File: src/osd_spi_slave.sv
// spi mode 0 slave, msb first; sck half-period and scs_n setup must each be at least 4 clk
`timescale 1ns/1ps
`default_nettype none

module osd_spi_slave (
  input  logic       clk,
  input  logic       reset,
  input  logic       scs_n,
  input  logic       sck,
  input  logic       sdi,
  input  logic [7:0] osd_ctrl,
  output logic       sdo,
  output logic       rx,
  output logic       cmd,
  output logic [7:0] data
);

  // two sync stages, sck gets a third for edge detect
  logic [1:0] scs_q;
  logic [2:0] sck_q;
  logic [2:0] sdi_q;
  logic       sck_rise;
  logic       sck_fall;
  logic       active;
  logic [2:0] bit_cnt;
  logic       first;
  logic [6:0] rx_sr;
  logic [7:0] tx_sr;

  // ----------------------------------------
  // pin synchronizers
  // ----------------------------------------
  always_ff @(posedge clk) begin
    if (reset) begin
      scs_q <= 2'b11;
      sck_q <= 3'b000;
    end else begin
      scs_q <= {scs_q[0], scs_n};
      sck_q <= {sck_q[1:0], sck};
    end
  end

  // sdi delayed to line up with the registered edge flags
  always_ff @(posedge clk) begin
    sdi_q <= {sdi_q[1:0], sdi};
  end

  always_ff @(posedge clk) begin
    if (reset) begin
      sck_rise <= 1'b0;
      sck_fall <= 1'b0;
    end else begin
      sck_rise <= sck_q[1] & ~sck_q[2];
      sck_fall <= ~sck_q[1] & sck_q[2];
    end
  end

  assign active = ~scs_q[1];

  // ----------------------------------------
  // receive side
  // ----------------------------------------
  always_ff @(posedge clk) begin
    if (reset) begin
      bit_cnt <= 3'd0;
      first   <= 1'b1;
      rx      <= 1'b0;
      cmd     <= 1'b0;
    end else begin
      rx <= 1'b0;
      if (!active) begin
        // idle, next byte is a command
        bit_cnt <= 3'd0;
        first   <= 1'b1;
      end else if (sck_rise) begin
        bit_cnt <= bit_cnt + 3'd1;
        if (bit_cnt == 3'd7) begin
          rx    <= 1'b1;
          cmd   <= first;
          first <= 1'b0;
        end
      end
    end
  end

  always_ff @(posedge clk) begin
    if (active && sck_rise) begin
      rx_sr <= {rx_sr[5:0], sdi_q[2]};
      if (bit_cnt == 3'd7) begin
        data <= {rx_sr, sdi_q[2]};
      end
    end
  end

  // ----------------------------------------
  // transmit side, key code
  // ----------------------------------------
  // reload at byte end; the fall right after it is skipped so bit 7 stays up
  always_ff @(posedge clk) begin
    if (!active) begin
      tx_sr <= osd_ctrl;
    end else if (sck_rise && bit_cnt == 3'd7) begin
      tx_sr <= osd_ctrl;
    end else if (sck_fall && bit_cnt != 3'd0) begin
      tx_sr <= {tx_sr[6:0], 1'b0};
    end
  end

  assign sdo = tx_sr[7];

  // byte strobes are always separated by the sck rate
  assert property (@(posedge clk) disable iff (reset) rx |=> !rx);

endmodule

`default_nettype wire

File: config.mk
export PLATFORM = sky130hd
export DESIGN_NAME = osd_spi_slave
export DESIGN_NICKNAME = d
export VERILOG_FILES = /design/src/osd_spi_slave.sv
export SDC_FILE = /design/constraint.sdc
export NUM_CORES = 1
export LEC_CHECK = 0
export BUFFER_PORTS_ARGS = -buffer_cell sky130_fd_sc_hd__buf_4
export CORE_MARGIN = 3
export CORE_UTILIZATION = 53
export DETAILED_ROUTE_END_ITERATION = 16
export HOLD_SLACK_MARGIN = 0.1
export PLACE_DENSITY_LB_ADDON = 0.1
export SYNTH_ARGS = -nofsm -noshare
export SYNTH_HDL_FRONTEND = slang
export SYNTH_SLANG_ARGS = --single-unit
File: constraint.sdc
create_clock -name clk -period 2 [get_ports clk]
set_input_delay 0.6 -clock clk [delete_from_list [all_inputs] [get_ports clk]]
set_output_delay 0.6 -clock clk [all_outputs]
set_load 0.03 [all_outputs]
# Word level (Yosys, flattened, before mapping)
# Cells that the tools add are included.
dict set report classes {
  muxes 4
  eq_ne 1
  shift 0
  reduce_logical 10
  multipliers 0
  magnitude_cmp 0
  n_bitwise 6
  div 0
  addsub 1
}
# op n
set ops {}
lappend ops {{8-bit two-way mux} 3}
lappend ops {{3-bit nonzero test} 2}
lappend ops {{1-bit NOT} 4}
lappend ops {{2-bit AND reduction} 2}
lappend ops {{3-bit by 1-bit adder with 3-bit output, second input constant} 1}
lappend ops {{3-bit equality test, second input constant} 1}
lappend ops {{1-bit logical AND} 3}
lappend ops {{3-bit AND reduction} 1}
lappend ops {{3-bit OR reduction} 1}
lappend ops {{1-bit bitwise AND} 2}
lappend ops {{2-bit OR reduction} 1}
lappend ops {{1-bit two-way mux} 1}
dict set report totals {
  rom_bits 0
  latchBits 0
  regBits 39
  mem_count 0
  output_inout_bits 11
  wordCells 34
  mem_bits_rw 0
}

# Logic depth before layout (Yosys ltp)
dict set report logic_depth {
  ltp_word 5
  mapped_depth 4
}

# Worst setup path after synthesis
# No wires, ideal clock.
dict set report synth_path {
  kind {reg2reg}
  startpoint {register bit_cnt[0]}
  endpoint {register tx_sr[0] (enable)}
  required_time_ns 1.616
  arrival_ns 1.303
  n_path_buf 0
  slack_ns 0.313
  path_stages_with_launch 5
  setup_time_ns 0.384
  period_less_slack_ns 1.687
  cell_sequence {dfxtp_1 > inv_1 > ha_1 > nor2b_1 > o21ai_0}
}
dict set report synth_via {
  elab_chain_cells 3
  word_cells_on_any_way 5
  classes_between {eq/ne: 1; reduce/logical: 4}
}
# item line_no
set synth_rtl {}
lappend synth_rtl {{start, declared} 25} ;# logic [2:0] bit_cnt;
lappend synth_rtl {{start signal, assigned} 76} ;# bit_cnt <= bit_cnt + 3'd1;
lappend synth_rtl {{3-bit equality test or 3-bit nonzero test (tied branches)} {102, 104}}
lappend synth_rtl {{1-bit logical AND (on tied branches)} {102, 104}}
lappend synth_rtl {{3-bit nonzero test (no line) *} -}
lappend synth_rtl {{end signal, assigned} 101} ;# tx_sr <= osd_ctrl;
lappend synth_rtl {{end signal, assigned} 103} ;# tx_sr <= osd_ctrl;
lappend synth_rtl {{end signal, assigned} 105} ;# tx_sr <= {tx_sr[6:0], 1'b0};
lappend synth_rtl {{end, declared} 28} ;# logic [7:0] tx_sr;
# Every way passes the cells marked *; elsewhere a longest branch is shown, timed or not.
# A chain may end at the register's enable or synchronous reset.

# Final worst setup path
dict set report layout_path {
  startpoint {register bit_cnt[0]}
  endpoint {register tx_sr[6], data pin}
}
dict set report layout_via {
  elab_chain_cells 4
}
# item line_no
set layout_rtl {}
lappend layout_rtl {{3-bit equality test} 102} ;# end else if (sck_rise && bit_cnt == 3'd7) begin
lappend layout_rtl {{1-bit logical AND} 102}
lappend layout_rtl {{8-bit two-way mux} 102}
lappend layout_rtl {{8-bit two-way mux} 100} ;# if (!active) begin
# Every way passes these cells.

==> summary.md <==
| Metric | Value |
|---|---|
| Cell leakage power | `0.000621 µW` |
| Worst path required time | `2100 ps` |
| Tcrit/Tclk final | `0.844` |
| Cells after synthesis | `80` |
| Layout Nets | `124` |
| Area growth from synthesis to final layout | `20.7%` |
| Antenna Nets Post-Route | `0` |
| Power consumption | `1470 µW` |
| Start point of the worst min-delay path | `sdi_q[1]$_DFF_P_` |
| Placer congestion estimate | `0.674` |
| Clock Skew | `5.83 ps` |
| Vias per cell | `5.04` |
| Slack of the critical path | `313 ps` |
| HPWL reported at the end of detailed placement | `1.30 mm` |
| Root buffer selected by CTS | `sky130_fd_sc_hd__clkbuf_4` |
| Clock-pin slew of the registers on the worst-case setup and hold paths | `110 ps` |
| CTS Buf Count | `5` |
| Detailed-router iteration count before antenna repair | `4` |
| Crit path max-delay cell type | `sky130_fd_sc_hd__mux2_2` |
| Quantity of gates resized following cts | `0` |
| Post-placement worst setup slack | `298 ps` |
| Share of synthesized area occupied by flip-flops and latches | `0.751` |
| Max-slew violation total from the final report | `0` |
| WS Path Type | `flop to flop` |
| Number of cells on the worst hold path | `0` |
| Via count of the routed design | `691` |
| Clock sinks | `39` |
| Via count of the first global-routing pass | `710` |
| Vertical extent of the die | `56.4 µm` |
| Max Cap Violations | `0` |
| Post-Syn Nets | `96` |
| Total global-route track usage | `0.135` |
| Source-to-sink clock delay at the later pin of the worst-skew pair | `330 ps` |
| Unrepaired setup endpoints after global routing | `no` |
| Cell area power density | `902 mW/mm²` |
| Synthesis-stage register bit count | `39` |
| Slew @ Worst Pin | `347 ps` |
| Final Hold Fails | `0` |
| CTS H-tree depth | `2` |
| Class of the worst hold path | `flop to flop` |
| Cts-stage hold buffer count | `0` |
| CTS tree | `built` |
| Count of standard-cell rows | `17` |
| Max-slew headroom | `0.768` |
| Fraction of final layout cells with drive strength greater than 1 | `0.422` |
| Worst R2R Start | `bit_cnt[0]$_SDFFE_PP0P_` |
| Remaining design rule violation count | `0` |
| Buffers from clock root to sink, at most | `2` |
| Final setup violation count | `0` |
| Util after Layout | `0.701` |
| Initial standard-cell utilization of the core | `0.581` |
| Floorplan Core Area | `0.00232 mm²` |
| Commonest cells after routing, fill and taps aside | `sky130_fd_sc_hd__buf_4 (24), sky130_fd_sc_hd__edfxtp_1 (23), sky130_fd_sc_hd__dfxtp_1 (16)` |
| Number of library cell types mapped by synthesis | `21` |
| Global-route wire length before repair | `3.12 mm` |
| Cells on worst reg2reg path | `4` |
| Leading cell type in the layout, fill and taps excluded | `sky130_fd_sc_hd__buf_4` |
| Peak VDD IR | `0.000719 V` |
| CP endpoint kind | `flop` |
| Die width | `56.4 µm` |
| Synth Warn # | `0` |
| Worst Setup SP | `bit_cnt[0]$_SDFFE_PP0P_` |
| Minimum clock period | `1690 ps` |
| Initial antenna violation count | `0` |
| Slowest stage delay, CP | `380 ps` |
| Critical path, cell by cell | `ha_1, ha_1, a21oi_4, mux2_2` |
| Fmax | `593 MHz` |
| Top fanout value on the critical path | `9` |
| Sum of negative setup slack | `0 ps` |
| Final routed wirelength across all metal layers | `1.81 mm` |
| Number of antenna repair diodes | `0` |
| Routed len/inst | `13.2 µm` |
| Number of port buffers | `23` |
| First-iteration detailed-routing DRC count | `15` |
| Critical Path Source Type | `flop` |
| Largest net degree at the start of global routing | `14` |
| Cell area after synthesis | `0.00135 mm²` |
| Setup Fix Bufs, Post-CTS | `0` |
| Most frequent cell on the critical path | `sky130_fd_sc_hd__ha_1` |
| Worst hold slack across all endpoints | `344 ps` |
| Die area | `0.00318 mm²` |
| Fill cell count | `171` |
| Grt ovf | `0` |
| Arrival time of the worst setup path | `1790 ps` |
| Mean instance size in the synthesized netlist | `16.8 µm²` |
| Run status | `completed` |
| # IOs | `24` |
==> layout make-up <==
| type | instances | area, µm² | share of cell area |
|---|---|---|---|
| Clock inverter | 2 | 35.0 | 0.0216 |
| Sequential cell | 39 | 1010 | 0.622 |
| Clock buffer | 6 | 51.3 | 0.0316 |
| Tap cell | 28 | 35.0 | 0.0216 |
| Multi-Input combinational cell | 35 | 302 | 0.186 |
| Inverter | 3 | 11.3 | 0.00693 |
| Timing Repair Buffer | 24 | 180 | 0.111 |
==> registers in the layout, indices dropped and copies added, names as in the netlist, 2 cells and up <==
| register | cells |
|---|---|
| scs_q | 2 |
| data | 8 |
| sdi_q | 3 |
| tx_sr | 8 |
| bit_cnt | 3 |
| sck_q | 3 |
| rx_sr | 7 |
==> where the power goes <==
group	leakage, µW	switching, µW	internal, µW
registers	0.000349	8.99	869
logic	0.000224	19.3	33.7
clock network	0.0000482	240	295
total	0.000621	268	1200
==> metal layers <==
| layer | track usage | share of wire | vias to the layer above |
|---|---|---|---|
| met2 | 0.224 | 0.50 | 23 |
| li1 | - | - | 338 |
| met3 | 0.0575 | 0.071 | 8 |
| met1 | 0.137 | 0.40 | 322 |
| met4 | 0.0915 | 0.032 | 0 |
| met5 | 0 | 0 | - |
==> synthesized netlist by cell type, drive strengths merged <==
cell,number,share of area
clkbuf,1,0.0028
nor3b,1,0.0056
mux2,7,0.059
nor2b,5,0.023
edfxtp,23,0.51
a21oi,1,0.012
and3b,1,0.0074
or2,2,0.0093
a211o,1,0.0074
o21ai,1,0.0037
nand2,1,0.0028
nand2b,2,0.0093
dfxtp,16,0.24
xnor2,1,0.0065
nor3,4,0.015
ha,3,0.028
inv,3,0.0084
and2b,2,0.013
mux2i,3,0.022
buf,2,0.014
==> final timing paths <==
check,end,slack [ps]
hold reg to reg,sdi_q[2]$_DFF_P_,340
setup reg to reg,tx_sr[6]$_DFFE_PP_,310
hold / removal,sdi_q[2]$_DFF_P_,340
setup / recovery,tx_sr[6]$_DFFE_PP_,310
==> worst max-delay path, delay by kind of cell (launching register included) <==
| family | cells | cell delay [ps] |
|---|---|---|
| AOI/OAI and AO/OA | 1 | 300 |
| DFF | 1 | 340 |
| adders and majority gates | 2 | 430 |
| muxes | 1 | 380 |
==> cell families (layout without fill, tap and decap cells) <==
logic type      after synthesis  after routing  synth area share
flops                        39             39             0.751
simple gates                 18             18            0.0855
mux                          10             10            0.0809
buf+inv                       6             35            0.0251
fa+ha+maj                     3              3            0.0279
compound gates                3              3            0.0232
xor+xnor                      1              1           0.00651
==> through the flow <==
stage | instances | cell area [µm²]
5_1_grt | 137 | 1630
3_3_place_gp | 129 | 1540
2_1_floorplan | 80 | 1350
3_5_place_dp | 129 | 1540
4_1_cts | 137 | 1630
6_report | 137 | 1630
Note: power is estimated with default switching activity, not from simulation.
