--- src/osd_pkg.sv ---
// shared osd definitions; buffer geometry is fixed at 8 rows of 256 columns, one byte per column
`default_nettype none

package osd_pkg;

  // ----------------------------------------
  // command codes, upper six bits of a command byte
  // ----------------------------------------
  localparam logic [5:0] cmd_reset_ctrl = 6'b0_000_10;
  localparam logic [5:0] cmd_osd_ctrl   = 6'b0_010_10;
  localparam logic [5:0] cmd_chip_cfg   = 6'b0_000_01;
  localparam logic [5:0] cmd_cpu_cfg    = 6'b0_001_01;
  localparam logic [5:0] cmd_memory_cfg = 6'b0_010_01;
  localparam logic [5:0] cmd_video_cfg  = 6'b0_011_01;
  localparam logic [5:0] cmd_floppy_cfg = 6'b0_100_01;
  localparam logic [5:0] cmd_osd_buffer = 6'b0_000_11;

  // buffer geometry, each byte is 8 vertical pixels
  localparam int osd_rows = 8;
  localparam int osd_cols = 256;

  typedef logic [10:0] buf_addr_t;

  // fast, slow, chip fields of the memory setting
  localparam logic [6:0] memory_cfg_reset = 7'b0_00_01_01;

  // default window origin in clocks and osd lines
  localparam int h_start_default = 64;
  localparam int v_start_default = 4;

  // ----------------------------------------
  // data byte views
  // ----------------------------------------
  typedef struct packed {
    logic [1:0] dither;
    logic [1:0] hr_filter;
    logic [1:0] lr_filter;
    logic [1:0] scanline;
  } video_cfg_t;

  // osd control reuses the low two bits as key_disable, osd_enable
  typedef struct packed {
    logic [4:0] unused;
    logic       cpuhlt;
    logic       cpurst;
    logic       usrrst;
  } ctrl_t;

  typedef union packed {
    video_cfg_t video;
    ctrl_t      ctrl;
  } osd_data_u;

endpackage

`default_nettype wire
--- src/osd_raster.sv ---
// beam counters; h_start+256 must stay below 2047 clk and a frame below 1023 osd lines
`timescale 1ns/1ps
`default_nettype none

module osd_raster
  import osd_pkg::*;
#(
  parameter int h_start = h_start_default,
  parameter int v_start = v_start_default
) (
  input  logic       clk,
  input  logic       reset,
  input  logic       sol,
  input  logic       sof,
  output logic       in_window,
  output logic [7:0] col,
  output logic [2:0] row,
  output logic [2:0] line
);

  logic [10:0] hpos;
  logic [9:0]  vcnt;
  logic        odd;
  logic [9:0]  vrel;

  // ----------------------------------------
  // beam counters
  // ----------------------------------------
  // parks at all ones, outside any window
  always_ff @(posedge clk) begin
    if (reset) begin
      hpos <= '1;
    end else if (sol) begin
      hpos <= '0;
    end else if (hpos != '1) begin
      hpos <= hpos + 11'd1;
    end
  end

  // one osd line per two video lines
  always_ff @(posedge clk) begin
    if (reset || sof) begin
      vcnt <= '0;
      odd  <= 1'b0;
    end else if (sol) begin
      odd <= ~odd;
      if (odd && vcnt != '1) begin
        vcnt <= vcnt + 10'd1;
      end
    end
  end

  // ----------------------------------------
  // window
  // ----------------------------------------
  assign vrel = vcnt - 10'(v_start);

  assign in_window = (hpos >= 11'(h_start)) && (hpos < 11'(h_start + osd_cols)) &&
                     (vcnt >= 10'(v_start)) && (vcnt < 10'(v_start + osd_rows * 8));

  assign col  = 8'(hpos - 11'(h_start));
  assign row  = vrel[5:3];
  assign line = vrel[2:0];

  assert property (@(posedge clk) disable iff (reset) in_window |-> vcnt >= 10'(v_start));

endmodule

`default_nettype wire

--- config.mk ---
export PLATFORM = sky130hd
export DESIGN_NAME = osd_raster
export DESIGN_NICKNAME = d
export VERILOG_FILES = /design/src/osd_pkg.sv /design/src/osd_raster.sv
export SDC_FILE = /design/constraint.sdc
export NUM_CORES = 1
export LEC_CHECK = 0
export BUFFER_PORTS_ARGS = -buffer_cell sky130_fd_sc_hd__clkbuf_2
export CAP_MARGIN = 20
export CORE_AREA = 8 8 57 59
export CTS_CLUSTER_DIAMETER = 200
export DETAILED_ROUTE_END_ITERATION = 16
export DIE_AREA = 0 0 65 67
export PLACE_DENSITY = 0.9
export SYNTH_ARGS = -nofsm -noshare
export SYNTH_HDL_FRONTEND = slang
export SYNTH_SLANG_ARGS = --single-unit
--- constraint.sdc ---
create_clock -name clk -period 3.7 [get_ports clk]
set_clock_uncertainty 0.1 [all_clocks]
set_input_delay 0.555 -clock clk [delete_from_list [all_inputs] [get_ports clk]]
set_output_delay 0.555 -clock clk [all_outputs]
set_load 0.005 [all_outputs]
### Word level (Yosys, flattened, before mapping)

Index checks and enable logic that the tools add are counted.

* register bits after elaboration: 22
* logic and storage cells: 23

* multiplexer cells: 2
* bitwise gates (word level): 1
* magnitude comparators: 4
* equality and inequality tests: 2
* reduce and logical (&&, ||, !) cells: 7
* add/subtract/negate cells: 4

Operator list (number)
* $mux W11: 2
* $add A11 B1 Y11 const B: 1
* $ge A11 B7 Y1 const B: 1
* $lt A11 B9 Y1 const B: 1
* $ne A11 B11 Y1 const B: 1
* $add A10 B1 Y10 const B: 1
* $ge A10 B3 Y1 const B: 1
* $lt A10 B7 Y1 const B: 1
* $ne A10 B10 Y1 const B: 1
* $sub A8 B7 Y8 const B: 1
* $sub A6 B3 Y6 const B: 1
* $logic_and A1 B1 Y1: 4
* $reduce_and A2 Y1: 1
* $reduce_bool A2 Y1: 1
* $logic_or A1 B1 Y1: 1
* $not A1 Y1: 1

### Longest topological paths before layout

Gate-level depths: netlist of run 1.

* depth after elaboration: 4
* gate-level depth with buffers: 6

### Worst setup path before layout of run 1

OpenSTA, ideal clock, no wires.

* path type: flip-flop to output port
* from: register vcnt[2]
* to: output port in_window
* stages on the path, launching flop included: 6
* path slack: 1.914 ns
* buffers on the path: 0
* data required time: 3.045 ns
* arrival time: 1.131 ns
* path through: dfxtp_1 inv_1 ha_1 nand2_1 mux2i_1 and4_1

* longest elaborated chain between the ends: 3
* elaborated cells between the ends (all ways): 4
* classes of those cells: order compare: 2; reduce/logical: 2

RTL lines
* start: declaration: RTL line osd_raster.sv:22 `logic [9:0] vcnt;`
* start signal: assignment: RTL line osd_raster.sv:48 `vcnt <= vcnt + 10'd1;`
* $ge A10 B3 Y1: RTL line osd_raster.sv:59 `(vcnt >= 10'(v_start)) && (vcnt < 10'(v_start + osd_rows * 8));`
* $logic_and A1 B1 Y1: RTL line osd_raster.sv:58 `assign in_window = (hpos >= 11'(h_start)) && (hpos < 11'(h_start + osd_cols)) &&`
* $logic_and A1 B1 Y1 *: RTL line osd_raster.sv:59
* end: declaration: RTL line osd_raster.sv:15 `output logic in_window,`

Every way passes the cells marked *; elsewhere a longest branch is shown, timed or not.

### Worst setup path in the final report of run 1

Ends and elaborated chain as after synthesis.

==> results of run 1 <==
==> registers in the layout, indices dropped and copies added (netlist names) <==
name  cells
vcnt     10
hpos     11
odd       1
==> Yosys cell counts (2+ instances only) <==
| cell | instances |
|---|---|
| o31ai_1 | 4 |
| o41ai_1 | 2 |
| xnor2_1 | 7 |
| and3_1 | 6 |
| buf_4 | 9 |
| xor2_1 | 3 |
| clkbuf_1 | 5 |
| nor2_1 | 11 |
| dfxtp_1 | 22 |
| a211oi_1 | 2 |
| ha_1 | 9 |
| or3_1 | 3 |
| nand2_1 | 11 |
| inv_1 | 12 |
| nor4_1 | 2 |
| nand3_1 | 6 |
| o21ai_0 | 3 |
| a21oi_1 | 6 |
| a31oi_1 | 3 |
| mux2i_1 | 4 |
| nand4_1 | 5 |
| nor3_1 | 4 |
| o21ai_1 | 8 |
| o311ai_1 | 2 |
| and4_1 | 2 |
==> power by group through the flow <==
stage | clock, mW | sequential [mW] | combinational (mW)
CTS | 0.142 | 0.266 | 0.0669
floorplan | 0 | 0.264 | 0.0590
detailed placement | 0 | 0.271 | 0.0660
finish | 0.141 | 0.266 | 0.0663
global placement | 0 | 0.270 | 0.0639
global route | 0.151 | 0.269 | 0.0758
==> final cells by class <==
class	count	area [µm²]
Tap cell	30	37.5
Fill cell	231	951
Clock buffer	4	36.3
Timing Repair Buffer	18	90.1
Sequential cell	22	440
Inverter	12	45.0
Multi-Input combinational cell	113	764
==> logic make-up after synthesis <==
| kind of cell | after synthesis | share of synthesized area |
|---|---|---|
| XOR/XNOR | 10 | 0.0651 |
| AO/OA/AOI/OAI | 35 | 0.173 |
| buffers and inverters | 28 | 0.104 |
| AND/OR/NAND/NOR | 55 | 0.217 |
| adder cells (fa/ha/maj) | 9 | 0.0837 |
| multiplexers | 4 | 0.0298 |
| flip-flops | 22 | 0.327 |
==> critical path: stages (launching register included) <==
cell	delay (ns)
dfxtp_1	0.44
inv_1	0.12
ha_1	0.23
nand2_1	0.08
mux2i_1	0.23
and4_1	0.21
clkbuf_2	0.11
==> metal layers <==
metal  part of all wire  track usage  wire length (µm)
met1               0.41        0.141              1240
met2               0.51        0.267              1540
met4              0.021       0.0790                65
met5                  0            0                 0
met3              0.065       0.0453               199
==> stage by stage <==
step                      setup slack, ns  power [mW]  std cells   util  hold slack [ns]
after global routing                 1.22       0.496        199  0.598            0.376
after global placement               1.62       0.334        195  0.583            0.410
after detailed placement             1.56       0.337        195  0.583            0.412
final                                1.32       0.474        199  0.598            0.389
after CTS                            1.32       0.475        199  0.598            0.380
after floorplan                      1.91       0.323        163      -            0.370
==> path summary, 6_finish.rpt <==
| kind | from | end | slack, ns | cells past startpoint |
|---|---|---|---|---|
| setup / recovery | vcnt[2] | in_window | 1.32 | 6 |
| hold / removal | reset | hpos[10] | 0.39 | 3 |
| setup reg to reg | hpos[1] | hpos[1] | 1.83 | 5 |
| hold reg to reg | hpos[10] | hpos[10] | 0.44 | 2 |
==> flow_metrics.tcl, run 1 <==
set metrics [dict create \
    port_buffers 18 \
    yosys_register_bits 22 \
    run_status "finished clean" \
    die_area_um2 4360 \
    sw_frac_of_total 0.288 \
    final_nets 183 \
    postSynthAreaPerCell_um2 8.25 \
    slew_headroom 0.717 \
    drv_cap 0 \
    yosys.cell_types.count 37 \
    vias_per_cell 6.09 \
    initial_utilization 0.569 \
    synthDominantAreaCellType "dfxtp_1" \
    internal-power_mw 0.337 \
    place.detailed.hpwl_um 2210 \
    detail_route.iter0.violations 126 \
    postCtsHoldBufs 0 \
    cts_inserted_buffers 3 \
    synthesis.nets 176 \
    period_share 0.643 \
    vias_in_the_first_global_route 1243 \
    tritoncts_clock_tree "built" \
    clock_root_buffer "clkbuf_4" \
    final_layout_size_suffix_gt1_frac 0.148 \
    power.leakage_nw 0.568 \
    ant_nets 0 \
    synth-warning-count 0 \
    async_flop_share 0 \
    cts_sinks 22 \
    setup.worst_path.start_class "register" \
    vdd_ir_max_mv 0.300 \
    min_period_ns 2.38 \
    postCtsResizedCells 0 \
    worst_slew_pin_slew_ns 0.425 \
    timing.final.max_slew_violations 0 \
    route.detailed.wl_per_inst_um 15.3 \
    layout.cells.most_common_list "22 x dfxtp_1, 18 x clkbuf_2, 12 x inv_1" \
    crit_path_end_kind "output pin" \
    number_of_synthesized_flops_with_an_enable_pin 0 \
    grt_start_max_net_pins 14 \
    io_pins 19 \
    gr-total-overflow 0 \
    worst-path-max-fanout 5 \
    fp.dieW_um 65 \
    netsw_mw 0.137 \
    netlist_instances 163 \
    timing.final.setup_violations 0 \
    placementRows 18 \
    clk_path_buf_depth 2 \
    layout.cells.most_common "dfxtp_1" \
    antenna_cells 0 \
    core_area_um2 2360 \
    placement.cell_area_um2 1380 \
    finalSetupTns_ns 0 \
    fin_area_um2 1410 \
    area.growth.synth_to_final_pct 5.12 \
    relative_contribution_of_combinational_cells_to_total_power 0.140 \
    drt_drc_violations_left 0 \
    crit_arrival_ns 1.72 \
    drt-total-wl_um 3040 \
    hold_path.class "input port to register" \
    global_route_wire_length_before_repair_um 5100 \
    post_synth_main_area_contributors "dfxtp_1 33%, ha_1 8.4%, buf_4 5.0%" \
    pwr_density_cell_nw_per_um2 335 \
    via_count 1211 \
    hold_viol 0 \
    grt_antenna_before_repair 0 \
    gr-usage-all-layers 0.145 \
    ys_dominant_reg_cell "dfxtp_1" \
    worstSetupPathType "register to output pin" \
    post-synth-top-area-fraction 0.327 \
    gp_congestion 0.882 \
    yosysSeqAreaShare 0.327 \
    cts_setup_buffers 0 \
    seq_power_share 0.562 \
    firstDrtPassIters 4 \
    maxClockFrequency_mhz 421 \
    chipHeight_um 67 \
    clock_pin_slew_on_the_worst_setup_and_hold_paths_ns 0.13 \
    timing.critical_path.required_ns 3.04 \
    share_of_total_power_in_the_clock_network 0.298 \
    post_synth_instance_area_um2 1350 \
    worstSkewPairLatency_ns 0.32 \
    grt_setup_unrepaired "no" \
    h-tree-depth 1 \
]
Power figures use the tool's default switching activity.
==> run 2: changes to the inputs <==
--- a/config.mk
+++ b/config.mk
@@ -7,11 +7,11 @@
 export LEC_CHECK = 0
 export BUFFER_PORTS_ARGS = -buffer_cell sky130_fd_sc_hd__clkbuf_2
 export CAP_MARGIN = 20
-export CORE_AREA = 8 8 57 59
+export CORE_AREA = 8 8 61 63
 export CTS_CLUSTER_DIAMETER = 200
 export DETAILED_ROUTE_END_ITERATION = 16
-export DIE_AREA = 0 0 65 67
-export PLACE_DENSITY = 0.9
+export DIE_AREA = 0 0 69 71
+export PLACE_DENSITY = 0.82
 export SYNTH_ARGS = -nofsm -noshare
 export SYNTH_HDL_FRONTEND = slang
 export SYNTH_SLANG_ARGS = --single-unit
==> constraint.sdc (replaced) <==
create_clock -name clk -period 1.9 [get_ports clk]
set_clock_uncertainty 0.1 [all_clocks]
set_input_delay 0.285 -clock clk [delete_from_list [all_inputs] [get_ports clk]]
set_output_delay 0.285 -clock clk [all_outputs]
set_load 0.005 [all_outputs]
==> run 2 against run 1 <==
  * Sequential share of layout area is 1.2 points lower
  * Sequential power rose by 91%
  * Count of clock-buffer cells in the layout unchanged
  * Largest power group unchanged
  * Sequential cell count stayed put
  * Clock power up 83%
  * Final cell count up 7.0%
  * Design area increased by 9.0%
  * Combinational power rose by 150%
  * Global-route usage down 2.2 points
  * First-iteration DRC count fell by 31%
  * Hold slack got worse by 0.26 ns
  * Via count increased by 0.17%
==> flow_metrics.tcl, run 2 (synthesis gave the netlist of run 1 again) <==
set metrics [dict create \
    run_status "finished clean" \
    worstSetupPathType "register to output pin" \
    antenna_cells 0 \
    ant_nets 0 \
    die_area_um2 4900 \
    setup.worst_path.start_class "register" \
    clock_root_buffer "clkbuf_4" \
    largest_register_ffs 11 \
    slew_headroom 0.733 \
    drt-total-wl_um 2970 \
    drt_drc_violations_left 0 \
    sw_frac_of_total 0.276 \
    chipHeight_um 71 \
    largest-register "hpos" \
    maxClockFrequency_mhz 528 \
    port_buffers 18 \
    power.leakage_nw 0.625 \
    place.detailed.hpwl_um 2240 \
    crit_arrival_ns 1.51 \
    firstDrtPassIters 4 \
    pwr_density_cell_nw_per_um2 603 \
    hold_viol 0 \
    seq_power_share 0.546 \
    share_of_total_power_in_the_clock_network 0.278 \
    setup_slack_ns 0.00437 \
    relative_contribution_of_combinational_cells_to_total_power 0.176 \
    cts_inserted_buffers 3 \
    worstSkewPairLatency_ns 0.30 \
    via_count 1213 \
    slowest_delay_ns 0.35 \
    final_nets 194 \
    timing.critical_path.cells "nor4_4, a31oi_1, mux2i_1, and4_1, clkbuf_2" \
    global_route_wire_length_before_repair_um 5160 \
    vias_per_cell 5.69 \
    gr-total-overflow 0 \
    clock_pin_slew_on_the_worst_setup_and_hold_paths_ns 0.12 \
    vias_in_the_first_global_route 1208 \
    detail_route.iter0.violations 87 \
    timing.final.setup_violations 0 \
    area.growth.synth_to_final_pct 14.6 \
    initial_utilization 0.471 \
    drv_cap 0 \
    h-tree-depth 1 \
    finalSetupTns_ns 0 \
    internal-power_mw 0.673 \
    postCtsHoldBufs 0 \
    critPathSlowestCell "dfxtp_2" \
    final_layout_size_suffix_gt1_frac 0.283 \
    critPathBufInv 1 \
    timing.critical_path.max_delay_family "simple AND/OR/NAND/NOR gates" \
    vdd_ir_max_mv 0.367 \
    reg.largest.list "hpos x11, vcnt x10, odd x1" \
    timing.final.max_slew_violations 0 \
    grt_antenna_before_repair 0 \
    placementRows 20 \
    min_period_ns 1.90 \
    timing.critical_path.required_ns 1.51 \
    crit_path_end_kind "output pin" \
    clk_path_buf_depth 2 \
    tritoncts_clock_tree "built" \
    fp.dieW_um 69 \
    period_share 0.998 \
    netsw_mw 0.257 \
    hold_path.class "input port to register" \
    gr-usage-all-layers 0.122 \
    io_pins 19 \
    gp_congestion 0.878 \
    place_inst 206 \
    cts_sinks 22 \
    worst_slew_pin_slew_ns 0.398 \
    core_area_um2 2850 \
    worst-path-max-fanout 2 \
    layout.cells.most_common "clkbuf_2" \
    post_place_setup_slack_ns 0.152 \
    grt_start_max_net_pins 13 \
    grt_setup_unrepaired "yes" \
    final-instance-count-excl-fill 213 \
    route.detailed.wl_per_inst_um 13.9 \
]
[run 2: changes by cell type in the layout (fill, tap and decap cells not counted), sizes merged]
cell  change
buf      +11
[run 2: power by group through the flow]
stage               logic (mW)  clock network [mW]  registers (mW)
finish                   0.164               0.258           0.508
global route             0.182               0.293           0.512
CTS                      0.164               0.268           0.508
detailed placement       0.160                   0           0.516
global placement         0.156                   0           0.514
floorplan                0.115                   0           0.514
[run 2: through the flow]
stage | hold slack, ns | utilization | total power [mW] | instance area (µm²)
floorplan | 0.281 | - | 0.629 | 1350
global placement | 0.417 | 0.505 | 0.670 | 1440
detailed placement | 0.427 | 0.505 | 0.675 | 1440
CTS | 0.115 | 0.536 | 0.940 | 1530
global route | 0.128 | 0.540 | 0.988 | 1540
finish | 0.127 | 0.540 | 0.929 | 1540
[run 2: layer usage]
metal	share of wire	GRT usage	vias to the layer above	routed length (µm)
li1	-	-	610	-
met1	0.44	0.129	576	1300
met2	0.51	0.226	25	1510
met3	0.045	0.0266	2	134
met4	0.0061	0.0524	0	18
met5	0	0	-	0
[run 2: repair_timing]
action	4_1_cts	5_1_grt
setup endpoints to repair	1	1
buffers inserted	3	0
pin swaps	3	2
resized for setup	12	7
[run 2: area by class of cell]
cell class / instances / area (µm²)
inverter: 12 / 45.0
timing repair buffer: 29 / 173
multi-input combinational: 113 / 785
sequential: 22 / 462
fill: 285 / 1310
clock buffer: 4 / 36.3
tap: 33 / 41.3
[run 2: path summary, 6_finish.rpt]
| check | startpoint | to | slack (ns) | cells after the start |
|---|---|---|---|---|
| setup / recovery | hpos[2] | in_window | 0.004 | 5 |
| hold / removal | reset | hpos[10] | 0.13 | 3 |
| hold reg to reg | vcnt[7] | vcnt[7] | 0.46 | 2 |
| setup reg to reg | vcnt[2] | vcnt[7] | 0.13 | 5 |
[run 2: tightest hold or removal path, stage by stage]
cell and delay [ns]:
clkbuf_2 0.12, a21oi_1 0.05, nand2_1 0.05
==> run 3: changes to the inputs <==
--- a/config.mk
+++ b/config.mk
@@ -5,13 +5,15 @@
 export SDC_FILE = /design/constraint.sdc
 export NUM_CORES = 1
 export LEC_CHECK = 0
+export ABC_CLOCK_PERIOD_IN_PS = 1900
 export BUFFER_PORTS_ARGS = -buffer_cell sky130_fd_sc_hd__clkbuf_2
-export CAP_MARGIN = 20
+export CAP_MARGIN = 5
 export CORE_AREA = 8 8 61 63
 export CTS_CLUSTER_DIAMETER = 200
 export DETAILED_ROUTE_END_ITERATION = 16
 export DIE_AREA = 0 0 69 71
 export PLACE_DENSITY = 0.82
+export REMOVE_ABC_BUFFERS = 1
 export SYNTH_ARGS = -nofsm -noshare
 export SYNTH_HDL_FRONTEND = slang
 export SYNTH_SLANG_ARGS = --single-unit
==> run 3 against run 2 <==
  * Final cell count down 1.4%
  * Setup slack worse by 0.063 ns
  * Combinational power down 5%
  * Non-clock buffer count down 3
  * The run now ends with setup timing left
  * Largest power group unchanged
==> flow_metrics.tcl, run 3 (synthesis gave the netlist of run 1 again) <==
set metrics [dict create \
    drt-total-wl_um 3010 \
    pwr_density_cell_nw_per_um2 675 \
    critPathSlowestCell "dfxtp_4" \
    timing.critical_path.cells "nor4_4, a31oi_1, mux2i_1, and4_1, buf_2" \
    netsw_mw 0.268 \
    fp.dieW_um 69 \
    ant_nets 0 \
    run_status "finished with violations" \
    setup.worst_path.start_class "register" \
    finalSetupTns_ns -0.0590 \
    worstSkewPairLatency_ns 0.32 \
    share_of_total_power_in_the_clock_network 0.353 \
    relative_contribution_of_combinational_cells_to_total_power 0.150 \
    drt_drc_violations_left 0 \
    initial_utilization 0.471 \
    largest-register "hpos" \
    critPathBufInv 1 \
    maxClockFrequency_mhz 510 \
    total_power_mw 1.04 \
    detail_route.iter0.violations 60 \
    clock_pin_slew_on_the_worst_setup_and_hold_paths_ns 0.14 \
    placementRows 20 \
    min_period_ns 1.96 \
    final_nets 191 \
    tritoncts_clock_tree "built" \
    h-tree-depth 1 \
    crit_path_end_kind "output pin" \
    vdd_ir_max_mv 0.668 \
    cts_sinks 22 \
    grt_start_max_net_pins 14 \
    timing.critical_path.max_delay_family "simple AND/OR/NAND/NOR gates" \
    layout.cells.most_common "clkbuf_2" \
    clk_path_buf_depth 2 \
    period_share 1.03 \
    area.growth.synth_to_final_pct 14.0 \
    io_pins 19 \
    timing.critical_path.required_ns 1.51 \
    core_area_um2 2850 \
    postCtsHoldBufs 0 \
    violations "setup timing" \
    route.top_layer_used "met4" \
    grt_setup_unrepaired "yes" \
    internal-power_mw 0.767 \
    slowest_delay_ns 0.39 \
    timing.final.max_slew_violations 0 \
    power.leakage_nw 0.617 \
    worst-path-max-fanout 3 \
    layout.cells.most_common_list "17 x clkbuf_2, 14 x dfxtp_1, 12 x inv_1" \
    die_area_um2 4900 \
    routedLengthMet1_um 1280 \
    sw_frac_of_total 0.259 \
    via_count 1204 \
    cts_inserted_buffers 3 \
    post_place_setup_slack_ns 0.114 \
    hold_viol 0 \
    route.detailed.wl_per_inst_um 14.3 \
    place.detailed.hpwl_um 2150 \
    gr-total-overflow 0 \
    antenna_cells 0 \
    vias_per_cell 5.73 \
    crit_arrival_ns 1.57 \
    grt_antenna_before_repair 0 \
    worst_slew_pin_slew_ns 0.422 \
    timing.final.setup_violations 1 \
    global_route_wire_length_before_repair_um 5130 \
    reg.largest.list "hpos x11, vcnt x10, odd x1" \
    wl_met3_um 159 \
    chipHeight_um 71 \
    vias_in_the_first_global_route 1155 \
    drv_cap 0 \
    hold_path.class "input port to register" \
    route.met2.wl_um 1560 \
    port_buffers 18 \
    gr-usage-all-layers 0.123 \
    worstSetupPathType "register to output pin" \
    firstDrtPassIters 4 \
    seq_power_share 0.497 \
    slew_headroom 0.717 \
    gp_congestion 0.880 \
    largest_register_ffs 11 \
    final_layout_size_suffix_gt1_frac 0.249 \
    clock_root_buffer "clkbuf_4" \
    setup_slack_ns -0.0590 \
]
## run 3: changes by cell type in the layout (fill, tap and decap cells not counted), sizes merged
cell / before / now
clkbuf: 22 / 20
buf: 11 / 9
bufinv: 0 / 1
## run 3: worst min-delay path, cell delays in order
cell and delay (ns):
clkbuf_2 0.11, a21oi_1 0.04, nand2_1 0.05
## run 3: repair_timing
item / CTS / global route
resized for setup: 12 / 4
buffers inserted: 3 / 0
pin swaps: 3 / 3
endpoints found under the setup margin: 1 / 2
## run 3: layer usage
layer | track usage | vias up
li1 | - | 606
met1 | 0.129 | 567
met4 | 0.0569 | 0
met2 | 0.213 | 29
met5 | 0 | -
met3 | 0.0448 | 2
## run 3: through the flow
stage          utilization  hold WS (ns)  instances  area [µm²]
2_1_floorplan            -         0.281        147        1250
3_3_place_gp         0.497         0.401        203        1420
3_5_place_dp         0.497         0.412        203        1420
4_1_cts              0.532        0.0784        210        1520
5_1_grt              0.538        0.0518        210        1530
6_report             0.538        0.0874        210        1530
## run 3: path summary, 6_finish.rpt
kind,start,endpoint,slack (ns),depth (start not counted)
hold / removal,reset,hpos[10],0.09,3
hold reg to reg,hpos[9],hpos[10],0.43,2
setup / recovery,hpos[2],in_window,-0.06,5
setup reg to reg,hpos[6],hpos[9],0.13,5
## run 3: final cells by class
cell class	count	area [µm²]
Timing Repair Buffer	26	150
Fill cell	270	1320
Clock buffer	3	22.5
Inverter	12	45.0
Sequential cell	22	458
Multi-Input combinational cell	113	787
Clock inverter	1	30.0
Tap cell	33	41.3
## run 3: power by group through the flow
stage / logic, mW / registers [mW] / clock network [mW]
floorplan: 0.0866 / 0.521 / 0
global placement: 0.138 / 0.523 / 0
detailed placement: 0.140 / 0.524 / 0
CTS: 0.154 / 0.511 / 0.376
global route: 0.175 / 0.519 / 0.403
finish: 0.156 / 0.514 / 0.365
