**config.mk**
```make
export PLATFORM = sky130hd
export DESIGN_NAME = osd_cmd_regs
export DESIGN_NICKNAME = d
export VERILOG_FILES = /design/src/osd_pkg.sv /design/src/osd_cmd_regs.sv
export SDC_FILE = /design/constraint.sdc
export NUM_CORES = 1
export LEC_CHECK = 0
export BUFFER_PORTS_ARGS = -buffer_cell sky130_fd_sc_hd__clkbuf_2
export CORE_ASPECT_RATIO = 0.9
export CORE_MARGIN = 5
export CORE_UTILIZATION = 41
export CTS_CLUSTER_DIAMETER = 120
export DETAILED_ROUTE_END_ITERATION = 7
export PLACE_DENSITY = 0.67
export SKIP_LAST_GASP = 1
export SLEW_MARGIN = 15
export SYNTH_ARGS = -nofsm -noshare
export SYNTH_HDL_FRONTEND = slang
export SYNTH_SLANG_ARGS = --single-unit
```
**constraint.sdc**
```tcl
create_clock -name clk -period 2.2 [get_ports clk]
set_input_delay 0.33 -clock clk [delete_from_list [all_inputs] [get_ports clk]]
set_output_delay 0.33 -clock clk [all_outputs]
set_load 0.01 [all_outputs]
```
**src/osd_pkg.sv**
```systemverilog
// shared osd definitions; buffer geometry is fixed at 8 rows of 256 columns, one byte per column
`default_nettype none

package osd_pkg;

  // ----------------------------------------
  // command codes, upper six bits of a command byte
  // ----------------------------------------
  localparam logic [5:0] cmd_reset_ctrl = 6'b0_000_10;
  localparam logic [5:0] cmd_osd_ctrl   = 6'b0_010_10;
  localparam logic [5:0] cmd_chip_cfg   = 6'b0_000_01;
  localparam logic [5:0] cmd_cpu_cfg    = 6'b0_001_01;
  localparam logic [5:0] cmd_memory_cfg = 6'b0_010_01;
  localparam logic [5:0] cmd_video_cfg  = 6'b0_011_01;
  localparam logic [5:0] cmd_floppy_cfg = 6'b0_100_01;
  localparam logic [5:0] cmd_osd_buffer = 6'b0_000_11;

  // buffer geometry, each byte is 8 vertical pixels
  localparam int osd_rows = 8;
  localparam int osd_cols = 256;

  typedef logic [10:0] buf_addr_t;

  // fast, slow, chip fields of the memory setting
  localparam logic [6:0] memory_cfg_reset = 7'b0_00_01_01;

  // default window origin in clocks and osd lines
  localparam int h_start_default = 64;
  localparam int v_start_default = 4;

  // ----------------------------------------
  // data byte views
  // ----------------------------------------
  typedef struct packed {
    logic [1:0] dither;
    logic [1:0] hr_filter;
    logic [1:0] lr_filter;
    logic [1:0] scanline;
  } video_cfg_t;

  // osd control reuses the low two bits as key_disable, osd_enable
  typedef struct packed {
    logic [4:0] unused;
    logic       cpuhlt;
    logic       cpurst;
    logic       usrrst;
  } ctrl_t;

  typedef union packed {
    video_cfg_t video;
    ctrl_t      ctrl;
  } osd_data_u;

endpackage

`default_nettype wire
```
**src/osd_cmd_regs.sv**
```systemverilog
// command decoder; only data byte 0 writes a register, chipset and memory apply while cpurst
`timescale 1ns/1ps
`default_nettype none

module osd_cmd_regs
  import osd_pkg::*;
(
  input  logic       clk,
  input  logic       reset,
  input  logic       rx,
  input  logic       cmd,
  input  logic [7:0] data,
  output logic       osd_enable,
  output logic       key_disable,
  output logic       usrrst,
  output logic       cpurst,
  output logic       cpuhlt,
  output logic [4:0] chipset_config,
  output logic [3:0] cpu_config,
  output logic [6:0] memory_config,
  output logic [1:0] scanline,
  output logic [1:0] lr_filter,
  output logic [1:0] hr_filter,
  output logic [1:0] dither,
  output logic [3:0] floppy_config,
  output logic       buf_we,
  output buf_addr_t  buf_addr,
  output logic [7:0] buf_data
);

  logic [5:0] cmd_code;
  logic [2:0] byte_cnt;
  logic       wr0;
  logic       buf_row;
  osd_data_u  d;
  logic       sel_reset_ctrl;
  logic       sel_osd_ctrl;
  logic       sel_chip_cfg;
  logic       sel_cpu_cfg;
  logic       sel_memory_cfg;
  logic       sel_video_cfg;
  logic       sel_floppy_cfg;
  logic       sel_osd_buffer;
  logic [4:0] chip_stage;
  logic [6:0] mem_stage;

  assign d = data;

  // ----------------------------------------
  // command and byte counter
  // ----------------------------------------
  always_ff @(posedge clk) begin
    if (reset) begin
      cmd_code <= 6'd0;
      byte_cnt <= 3'd0;
    end else if (rx && cmd) begin
      cmd_code <= data[7:2];
      byte_cnt <= 3'd0;
    end else if (rx && byte_cnt != 3'd4) begin
      byte_cnt <= byte_cnt + 3'd1;
    end
  end

  // one select per known code, others stay quiet
  always_comb begin
    sel_reset_ctrl = 1'b0;
    sel_osd_ctrl   = 1'b0;
    sel_chip_cfg   = 1'b0;
    sel_cpu_cfg    = 1'b0;
    sel_memory_cfg = 1'b0;
    sel_video_cfg  = 1'b0;
    sel_floppy_cfg = 1'b0;
    sel_osd_buffer = 1'b0;
    case (cmd_code)
      cmd_reset_ctrl: sel_reset_ctrl = 1'b1;
      cmd_osd_ctrl:   sel_osd_ctrl   = 1'b1;
      cmd_chip_cfg:   sel_chip_cfg   = 1'b1;
      cmd_cpu_cfg:    sel_cpu_cfg    = 1'b1;
      cmd_memory_cfg: sel_memory_cfg = 1'b1;
      cmd_video_cfg:  sel_video_cfg  = 1'b1;
      cmd_floppy_cfg: sel_floppy_cfg = 1'b1;
      cmd_osd_buffer: sel_osd_buffer = 1'b1;
      default: ;
    endcase
  end

  assign wr0     = rx && !cmd && (byte_cnt == 3'd0);
  assign buf_row = wr0 && sel_osd_buffer;

  // ----------------------------------------
  // configuration registers
  // ----------------------------------------
  always_ff @(posedge clk) begin
    if (reset) begin
      osd_enable     <= 1'b0;
      key_disable    <= 1'b0;
      usrrst         <= 1'b0;
      cpurst         <= 1'b1;
      cpuhlt         <= 1'b1;
      chip_stage     <= 5'd0;
      mem_stage      <= memory_cfg_reset;
      chipset_config <= 5'd0;
      memory_config  <= memory_cfg_reset;
      cpu_config     <= 4'd0;
      {dither, hr_filter, lr_filter, scanline} <= 8'd0;
      floppy_config  <= 4'd0;
    end else begin
      if (wr0 && sel_reset_ctrl) begin
        cpuhlt <= d.ctrl.cpuhlt;
        cpurst <= d.ctrl.cpurst;
        usrrst <= d.ctrl.usrrst;
      end
      // same low two bits as the reset view
      if (wr0 && sel_osd_ctrl) begin
        key_disable <= d.ctrl.cpurst;
        osd_enable  <= d.ctrl.usrrst;
      end
      if (wr0 && sel_chip_cfg) begin
        chip_stage <= data[4:0];
      end
      if (wr0 && sel_memory_cfg) begin
        mem_stage <= data[6:0];
      end
      if (wr0 && sel_cpu_cfg) begin
        cpu_config <= data[3:0];
      end
      if (wr0 && sel_video_cfg) begin
        dither    <= d.video.dither;
        hr_filter <= d.video.hr_filter;
        lr_filter <= d.video.lr_filter;
        scanline  <= d.video.scanline;
      end
      if (wr0 && sel_floppy_cfg) begin
        floppy_config <= data[3:0];
      end
      // staged values reach the chipset only while the cpu is held
      if (cpurst) begin
        chipset_config <= chip_stage;
        memory_config  <= mem_stage;
      end
    end
  end

  // ----------------------------------------
  // buffer write port
  // ----------------------------------------
  always_ff @(posedge clk) begin
    if (reset) begin
      buf_we <= 1'b0;
    end else begin
      buf_we <= rx && !cmd && sel_osd_buffer && (byte_cnt != 3'd0);
    end
  end

  // byte 0 picks the row, address steps after each write
  always_ff @(posedge clk) begin
    if (buf_row) begin
      buf_addr <= {data[2:0], 8'h00};
    end else if (buf_we) begin
      buf_addr <= buf_addr + 11'd1;
    end
    if (rx) begin
      buf_data <= data;
    end
  end

  // a write always follows a received byte
  assert property (@(posedge clk) disable iff (reset) buf_we |-> $past(rx));

endmodule

`default_nettype wire

```
Yosys cells after proc, flatten, opt, wreduce, memory -nomap -nowiden
Index checks and enable logic that the tools add are counted.

Bits in registers: 74. Latch bits: 0. Memories kept: 0. Memory bits (read-only): 0. Bits of input ports: 12. Output and inout port bits: 53. Logic and storage cells: 61. RAM bits: 0.

Shift-type cells: 0. Mux-type cells: 10. Bitwise gates (word level): 0. $add $sub $neg: 2. Magnitude comparators: 0. Reduce and logical (&&, ||, !) cells: 19. Multipliers: 0. Equality and inequality tests: 9. Divide/modulo/power cells: 0.

Operators with widths (count): $mux 11 (2); $eq 6x4->1 const B (3); $logic_and 1x1->1 (14); $eq 6x2->1 const B (2); $add 11x1->11 const B (1); $mux 1 (8); $eq 6x1->1 const B (1); $eq 6x3->1 const B (1); $eq 6x5->1 const B (1); $add 3x1->3 const B (1); $logic_not 3->1 (1); $ne 3x3->1 const B (1); $reduce_bool 3->1 (1); $reduce_bool 2->1 (1); $reduce_or 2->1 (1); $logic_not 1->1 (1).

Logic depth before layout (Yosys ltp)
Gate-level depths: netlist of the first run.

Depth in word-level cells: 5. Gate-level depth with buffers: 8. Mapped depth without buffers: 6.

Least setup slack after synthesis of the first run
Ideal clock, no wire load.

Path type: flip-flop to flip-flop. From: reg byte_cnt[0]. To: reg buf_addr[10] (enable). Setup slack: 496 ps. Clock period less this slack: 1704 ps. Path buffers: 1. Required time: 1944 ps. Data arrival time: 1448 ps. Stages on the path, launching flop included: 7. Cells stage by stage: dfxtp_1 > inv_1 > ha_1 > and4bb_2 > buf_4 > and4_1 > or2_2.

Longest elaborated chain between the ends: 4.

RTL lines: start, declared (line osd_cmd_regs.sv:32) `logic [2:0] byte_cnt;`; start signal, assigned (line osd_cmd_regs.sv:60) `byte_cnt <= byte_cnt + 3'd1;`; $logic_not 3->1 (line osd_cmd_regs.sv:87) `assign wr0 = rx && !cmd && (byte_cnt == 3'd0);`; $logic_and 1x1->1 (line osd_cmd_regs.sv:87); $logic_and 1x1->1 (line osd_cmd_regs.sv:88) `assign buf_row = wr0 && sel_osd_buffer;`; $reduce_bool 2->1 (no source line); end signal, assigned (line osd_cmd_regs.sv:158) `buf_addr <= {data[2:0], 8'h00};`; end signal, assigned (line osd_cmd_regs.sv:160) `buf_addr <= buf_addr + 11'd1;`; end, declared (line osd_cmd_regs.sv:27) `output buf_addr_t buf_addr,`.

No other way between the ends. A chain may end at the register's enable or synchronous reset.

Final worst setup path of the first run
From: reg byte_cnt[0]. To: reg buf_addr[8], data pin.

Longest elaborated chain between the ends: 4.

RTL lines: $logic_not 3->1 (line osd_cmd_regs.sv:87); $logic_and 1x1->1 (line osd_cmd_regs.sv:87); $logic_and 1x1->1 (line osd_cmd_regs.sv:88); $mux 11 (line osd_cmd_regs.sv:157) `if (buf_row) begin`.

No other way between the ends.

==> metrics.cfg, run 1 <==
[clock_network]
clockBufferDepth = 2
cts_sinks = 74
cts_tree = built
cts_buffers = 9
path_clk_slew_ns = 0.08
clk_latency_ns = 0.34
cts_setup_buffers = 0
clock-root-buffer = clkbuf_8
hold_buffers = 0
ctsHtreeMaxLevel = 3
cts_resized = 0

[synth]
synth_cell_types = 36
syn_nets = 297
yosysTopAreaCellShare_pct = 43.50
syn_area_sq_um = 2899
ys_warn_count = 0
synth_area_leaders = dfxtp_1, mux2i_1, edfxtp_1
yosysMostFrequentCell = dfxtp_1
yosys.area.top_type = dfxtp_1
ys_seq_elements = 74
synth-main-ff-cell = dfxtp_1
synth-edff-count = 11
postSynthCellCount = 282
syn_area_per_cell_sq_um = 10.28
ys_seq_area_share_pct = 54.90
async_reset_ff_share_pct = 0
ys_top_cells_by_count = dfxtp_1, nor2_1, mux2i_1

[setup_path]
worstPathRequired_ns = 2.30
crit_arrival_ns = 1.95
critical_path_class = flip-flop to flip-flop
cp_max_fo = 8
cp-end-kind = flip-flop
cp-start-kind = flip-flop
r2r_slack_ns = 0.35

[global_routing]
antenna_found_initial = 0
grt_max_degree = 35
grt_overflow_total = 0
grt_usage_pct = 14.72
grt_pass1_wl_mm = 10.47
first_global_vias = 2127

[timing]
fin_worst_skew_ns = 0.009992
setup_viol_count_final = 0
layout_setup_ws_ns = 0.3512
rsz0062_at_grt = no
fin_crit_sh_pct = 84.04
final_max_slew_viol_count = 0
hold_viol_final = 0
relSlewSlack_pct = 58.96
setup_tns_ns = 0
whs_ns = 0.2165
min_period_ns = 1.849
tightest_slew_ns = 0.6147
max_freq_mhz = 540.9

[routing]
avgViaCountPerCell = 4.939
drt_wl_total_mm = 6.184
wl_per_cell_microns = 13.96
drtAntennaViolNets = 0
dr.pass1.iters = 4
drt_iter0_markers = 121
drcViolationCount = 0
vias = 2188

[place]
io_buffer_count = 64
preCtsSetupSlack_ns = 0.3647
gp_congestion = 0.7179
post_dp_cell_area_sq_um = 3312
dp_cells = 427
hpwl_mm = 4.436

[floorplan]
io_pins = 65
core_area_sq_um = 6967
start_util_pct = 41.61
fp-row-count = 29
die_w_microns = 98.64
die_y_microns = 89.77
dieArea_sq_um = 8854

[pwr]
power_density_nw_per_um2 = 797.7
leakagePower_nw = 1.721
ir_worst_vdd_v = 0.0004532
power_mw = 2.833

[final_layout]
fin_cells = 443
area_delta_synth_final_pct = 22.53
fin_util_pct = 50.99
finish.instance_area_sq_um = 3552
fillerInstances = 683
antenna_cells = 0
drive_gt1_share_pct = 25.71
num-nets-final = 360

[hold_path]
min_path_type = input pin to flip-flop

[outcome]
outcome = complete, no violations

[job]
cap_violations = 0

-- worst paths after layout --
kind,cells past startpoint,to,from
worst min register to register,1,memory_config[2],mem_stage[2]
worst max-delay path,6,buf_addr[8],byte_cnt[0]
worst max register to register,6,buf_addr[8],byte_cnt[0]
worst min-delay path,1,buf_data[7],data[7]
-- routing by layer --
layer  vias to the layer above  GRT usage, %  routed length [microns]
li1                       1097             -                        -
met1                      1033         18.89                     2863
met2                        51         22.80                     2825
met3                         7         5.882                      432
met4                         0         4.437                       62
met5                         -             0                        0
-- layout make-up --
cell class	instances	area, sq um	area share, %
timing repair buffer	69	370.4	10.43
tap	93	116.4	3.276
sequential	74	1592	44.80
inverter	7	26.28	0.7397
clock buffer	11	173.9	4.896
multi-input combinational	184	1207	33.99
clock inverter	5	66.31	1.867
-- registers in the layout (all words and copies together), names as in the netlist, 2 cells and up --
signal and count:
buf_data 8, lr_filter 2, byte_cnt 3, floppy_config 4, cmd_code 6, buf_addr 11, scanline 2, cpu_config 4
hr_filter 2, chipset_config 5, dither 2, mem_stage 7, chip_stage 5, memory_config 7
-- power breakdown --
group / switching, mW / total, mW / internal [mW] / leakage (nW)
Clock: 0.517 / 1.19 / 0.673 / 0.118
Sequential: 0.0380 / 1.45 / 1.41 / 0.619
Combinational: 0.120 / 0.197 / 0.0776 / 0.984
-- layout by cell type (no fill, tap or decap), types with 2 or more instances in the layout --
master	count
nor2b_1	5
clkinv_4	2
nand2b_1	2
nand4_1	5
nand3_1	11
nand4b_1	3
or3_1	2
buf_4	4
ha_1	3
inv_1	7
xnor2_1	4
o21ai_0	5
dfxtp_1	63
nand2_1	15
a211o_1	6
nor3_1	2
nor2_1	53
clkbuf_8	9
clkbuf_2	64
a21oi_1	10
mux2i_1	41
edfxtp_1	11
xor2_1	4
clkbuf_16	2
-- worst max-delay path, stage by stage, from the launching register on --
cell      delay, ns
dfxtp_1        0.32
inv_1          0.09
ha_1           0.25
and4bb_2       0.38
and4_1         0.32
buf_4          0.19
o31ai_1        0.08
-- logic make-up (layout without fill, tap and decap cells) --
| kind of cell | count (synthesis) | count (layout) | synth area share (%) |
|---|---|---|---|
| AOI/OAI and AO/OA | 26 | 26 | 5.741 |
| buffers and inverters | 24 | 92 | 3.453 |
| xor gates and xnor gates | 8 | 8 | 2.417 |
| adders and majority gates | 3 | 3 | 1.295 |
| muxes | 41 | 41 | 14.16 |
| DFF | 74 | 74 | 54.90 |
| and+or+nand+nor | 106 | 106 | 18.04 |
No activity file was read; power rests on OpenSTA's default activity.
==> run 2: changes to the inputs <==
PLACE_DENSITY = 0.7   (was 0.67)
clock period = 1.5 ns   (was 2.2 ns; I/O delays follow)
==> run 2 against run 1 <==
  * The run now ends with negative setup slack left
  * Global-route usage grew 0.99 points
  * Critical endpoint is now mem_stage[0]
  * Critical path depth stayed put
  * Combinational power rose by 95%
  * Register-to-register slack got worse by 0.40 ns
==> metrics.cfg, run 2 (synthesis gave the netlist of run 1 again) <==
[outcome]
outcome = complete, but fails checks
violations = negative setup slack

[pwr]
power_density_nw_per_um2 = 1054
power_frac_comb_pct = 9.6
p_int_mw = 3.008
power.switching_mw = 1.005
p_clk_share_pct = 37.9
switching_share_pct = 25.05
ir_worst_vdd_v = 0.0005658
power_mw = 4.014
p_seq_share_pct = 52.5
leakagePower_nw = 1.849

[clock_network]
clk_latency_ns = 0.35
ctsHtreeMaxLevel = 3
hold_buffers = 0
cts_tree = built
path_clk_slew_ns = 0.08
clock-root-buffer = clkbuf_8
clockBufferDepth = 2
cts_buffers = 9
cts_sinks = 74

[setup_path]
crit_arrival_ns = 1.79
crit_slowest_cell = dfxtp_2
cp-end-kind = flip-flop
cp_max_fo = 9
critical_path_class = flip-flop to flip-flop
cp-start-kind = flip-flop
cpPeakStageDelay_ns = 0.33
r2r_slack_ns = -0.05
cp_num_buf_inv = 2
worstPathRequired_ns = 1.74
cp_cell_sequence = inv_2 -> ha_4 -> and4bb_4 -> nand4b_1 -> buf_12 -> a211o_1
crit_family = simple AND/OR/NAND/NOR gates

[global_routing]
grt_usage_pct = 15.71
grt_overflow_total = 0
grt_max_degree = 35
grt_pass1_wl_mm = 11.21
use_met3_pct = 5.108
grt.met2_usage_pct = 25.34
busiest_layer = met2
antenna_found_initial = 0
groute.layer.met1.usage_pct = 20.03
first_global_vias = 2316

[timing]
final_max_slew_viol_count = 0
setup_viol_count_final = 4
rsz0062_at_grt = yes
setup_tns_ns = -0.09115
tightest_slew_ns = 0.4807
hold_viol_final = 0
max_freq_mhz = 645.7
layout_setup_ws_ns = -0.04874
fin_crit_sh_pct = 103.2
min_period_ns = 1.549
relSlewSlack_pct = 67.95
fin_worst_skew_ns = 0.009838

[place]
gp_congestion = 0.8718
preCtsSetupSlack_ns = -0.1006
dp_cells = 447
io_buffer_count = 64
hpwl_mm = 4.751

[routing]
drtAntennaViolNets = 0
avgViaCountPerCell = 5.023
wl_per_cell_microns = 14.56
drt_wl_total_mm = 6.830
drt_iter0_markers = 86
dr.pass1.iters = 4
vias = 2356
drcViolationCount = 0

[final_layout]
drive_gt1_share_pct = 33.78
fillerInstances = 654
num-nets-final = 386
reg_top3 = buf_addr (11), buf_data (8)
most-common-layout-cells = clkbuf_2, dfxtp_1, nor2_1
largest_reg_flops = 11
top_register = buf_addr
area_delta_synth_final_pct = 31.38
antenna_cells = 0
fin_cells = 469
layout_commonest_cell = clkbuf_2
fin_util_pct = 54.67

[job]
cap_violations = 0

[floorplan]
io_pins = 65
fp-row-count = 29
dieArea_sq_um = 8854
start_util_pct = 41.61
die_y_microns = 89.77
die_w_microns = 98.64
core_area_sq_um = 6967

[hold_path]
min_path_type = input pin to flip-flop

-- run 2: area by class of cell --
type                    instances  area, sq um  share of cell area [%]
flip-flops and latches         74         1594                   41.85
multi-input cells             184         1281                   33.64
repair buffers                 95        598.1                   15.70
clock buffers                  10        127.6                   3.351
well taps                      93        116.4                   3.055
clock inverters                 6        65.06                   1.708
inverters                       7        26.28                  0.6899
-- run 2: worst paths after layout --
kind	start	endpoint	depth (start not counted)
worst min-delay path	data[7]	buf_data[7]	1
worst max register to register	byte_cnt[1]	mem_stage[0]	6
worst min register to register	mem_stage[2]	mem_stage[2]	1
worst max-delay path	byte_cnt[1]	mem_stage[0]	6
-- run 2: stage by stage --
step           hold slack (ns)  instance area, sq um
2_1_floorplan           0.3239                  2940
3_3_place_gp            0.4472                  3515
3_5_place_dp            0.4507                  3515
4_1_cts                0.08796                  3757
5_1_grt                0.09929                  3809
6_report                0.1060                  3809
-- run 2: power groups by stage --
| stage | clock, mW | combinational [mW] | sequential (mW) |
|---|---|---|---|
| 2_1_floorplan | 0 | 0.168 | 2.18 |
| 3_3_place_gp | 0 | 0.354 | 2.15 |
| 3_5_place_dp | 0 | 0.362 | 2.15 |
| 4_1_cts | 1.56 | 0.375 | 2.11 |
| 5_1_grt | 1.63 | 0.425 | 2.12 |
| 6_report | 1.52 | 0.385 | 2.11 |
-- run 2: what timing repair did --
item,4_1_cts,5_1_grt
pin swaps,2,4
resized for setup,5,6
endpoints found under the setup margin,34,39
buffers inserted,3,3
-- run 2: metal layers --
metal / vias up / share of wire (%)
li1: 1152 / -
met1: 1135 / 45
met3: 7 / 5.9
met2: 62 / 48
met5: - / 0
met4: 0 / 1.1
-- run 2: worst reg2reg max path, cell delays in order (launching register included) --
cell and delay [ns]:
dfxtp_2 0.33, inv_2 0.06, ha_4 0.12, and4bb_4 0.28
nand4b_1 0.17, buf_12 0.19, a211o_1 0.29
==> run 3: changes to the inputs <==
CTS_BUF_LIST = sky130_fd_sc_hd__clkbuf_16   (was unset)
==> run 3 against run 2 <==
  * The flow still finishes with violations (negative setup slack)
  * Sequential cell count unchanged
  * Non-clock buffer count stayed put
  * Die area unchanged
  * Clock power rose by 38%
  * Core utilization grew 1.4 points
  * Maximum frequency down 0.55%
  * Clock-buffer cell count shrank 1
  * Global-route usage rose by 0.13 points
  * Wire length grew 0.91%
  * Combinational power about the same
  * Sequential share of layout area shrank 1.0 points
  * Largest cell class unchanged
==> metrics.cfg, run 3 (synthesis gave the netlist of run 1 again) <==
[place]
preCtsSetupSlack_ns = -0.1006
gp_congestion = 0.8718
dp_cells = 447
io_buffer_count = 64
hpwl_mm = 4.751

[final_layout]
reg_top3 = buf_addr (11), buf_data (8)
fin_cells = 469
top_register = buf_addr
fin_util_pct = 56.03
fillerInstances = 641
antenna_cells = 0
largest_reg_flops = 11
most-common-layout-cells = clkbuf_2, dfxtp_1, nor2_1
area_delta_synth_final_pct = 34.66
drive_gt1_share_pct = 33.51
num-nets-final = 386
layout_commonest_cell = clkbuf_2

[setup_path]
crit_arrival_ns = 1.78
cp_cell_sequence = inv_2 -> ha_4 -> and4bb_4 -> nand4b_1 -> buf_12 -> a211o_1
cp-end-kind = flip-flop
critical_path_class = flip-flop to flip-flop
worstPathRequired_ns = 1.72
cpPeakStageDelay_ns = 0.32
crit_slowest_cell = dfxtp_2
cp_max_fo = 9
cp-start-kind = flip-flop
r2r_cells = 6

[floorplan]
die_w_microns = 98.64
dieArea_sq_um = 8854
core_area_sq_um = 6967
io_pins = 65
die_y_microns = 89.77
fp-row-count = 29
start_util_pct = 41.61

[timing]
min_period_ns = 1.557
setup_tns_ns = -0.1045
relSlewSlack_pct = 68.14
fin_crit_sh_pct = 103.8
fin_worst_skew_ns = 0.006566
final_max_slew_viol_count = 0
rsz0062_at_grt = yes
layout_setup_ws_ns = -0.05731
max_freq_mhz = 642.1
tightest_slew_ns = 0.4778
setup_viol_count_final = 4
hold_viol_final = 0

[global_routing]
grt_pass1_wl_mm = 11.34
antenna_found_initial = 0
grt_max_degree = 35
first_global_vias = 2298
grt_usage_pct = 15.84
grt_overflow_total = 0

[outcome]
outcome = complete, but fails checks
violations = negative setup slack

[pwr]
leakagePower_nw = 1.902
ir_worst_vdd_v = 0.0006382
power_mw = 4.591
power_density_nw_per_um2 = 1176

[clock_network]
hold_buffers = 0
cts_buffers = 9
cts_sinks = 74
clockBufferDepth = 2
clk_latency_ns = 0.33
cts_tree = built
ctsHtreeMaxLevel = 3
clock-root-buffer = clkbuf_16
path_clk_slew_ns = 0.06

[hold_path]
hold_path_depth = 1
min_path_type = input pin to flip-flop

[routing]
drt_wl_total_mm = 6.892
drt_iter0_markers = 92
wl_per_cell_microns = 14.70
avgViaCountPerCell = 5.060
drtAntennaViolNets = 0
dr.pass1.iters = 4
drcViolationCount = 0
vias = 2373

[job]
cap_violations = 0

run 3: changes by cell type in the layout (fill, tap and decap cells not counted):
cell       change
buf_4          -1
clkbuf_1       -1
nand3_4        -1
buf_6          +1
ha_1           +1
ha_2           -1
clkbuf_8       -9
nand3_2        +1
inv_1          +1
clkbuf_16      +9
run 3: power by group:
group	internal [mW]	switching (mW)	total, mW
clock	1.29	0.810	2.10
combinational	0.167	0.217	0.384
sequential	2.07	0.0423	2.11
run 3: cell type report:
class	instances	area, sq um	area share (%)
Clock buffer	9	225.2	5.769
Sequential cell	74	1594	40.83
Tap cell	93	116.4	2.981
Inverter	7	26.28	0.6731
Timing Repair Buffer	95	601.8	15.42
Multi-Input combinational cell	184	1271	32.56
Clock inverter	7	68.82	1.763
run 3: per-stage QoR:
stage,area (sq um),hold WS [ns]
2_1_floorplan,2940,0.3239
3_3_place_gp,3515,0.4472
3_5_place_dp,3515,0.4507
4_1_cts,3859,0.1105
5_1_grt,3904,0.1265
6_report,3904,0.1235
run 3: worst max-delay path: cells and delay by family, from the launching register on:
family                     cells  cell delay, ns
adders and majority gates      1            0.12
and+or+nand+nor                2            0.46
buffers and inverters          2            0.25
DFF                            1            0.32
AOI/OAI and AO/OA              1            0.29
run 3: repair_timing:
| item | 4_1_cts | 5_1_grt |
|---|---|---|
| gates resized for setup | 5 | 5 |
| endpoints found under the setup margin | 34 | 39 |
| gates cloned | 0 | 0 |
| pin swaps | 3 | 2 |
| setup buffers | 3 | 3 |
run 3: worst paths after layout:
check,from,slack (ns),endpoint
min reg2reg,cpuhlt,0.47,cpuhlt
max reg2reg,byte_cnt[1],-0.06,mem_stage[0]
min,data[7],0.12,buf_data[7]
max,byte_cnt[1],-0.06,mem_stage[0]
run 3: metal layers:
metal	up-vias	part of all wire, %	global-route usage [%]
met4	0	1.4	4.778
li1	1152	-	-
met5	-	0	0
met2	66	47	25.68
met1	1146	46	20.32
met3	9	6.6	4.799
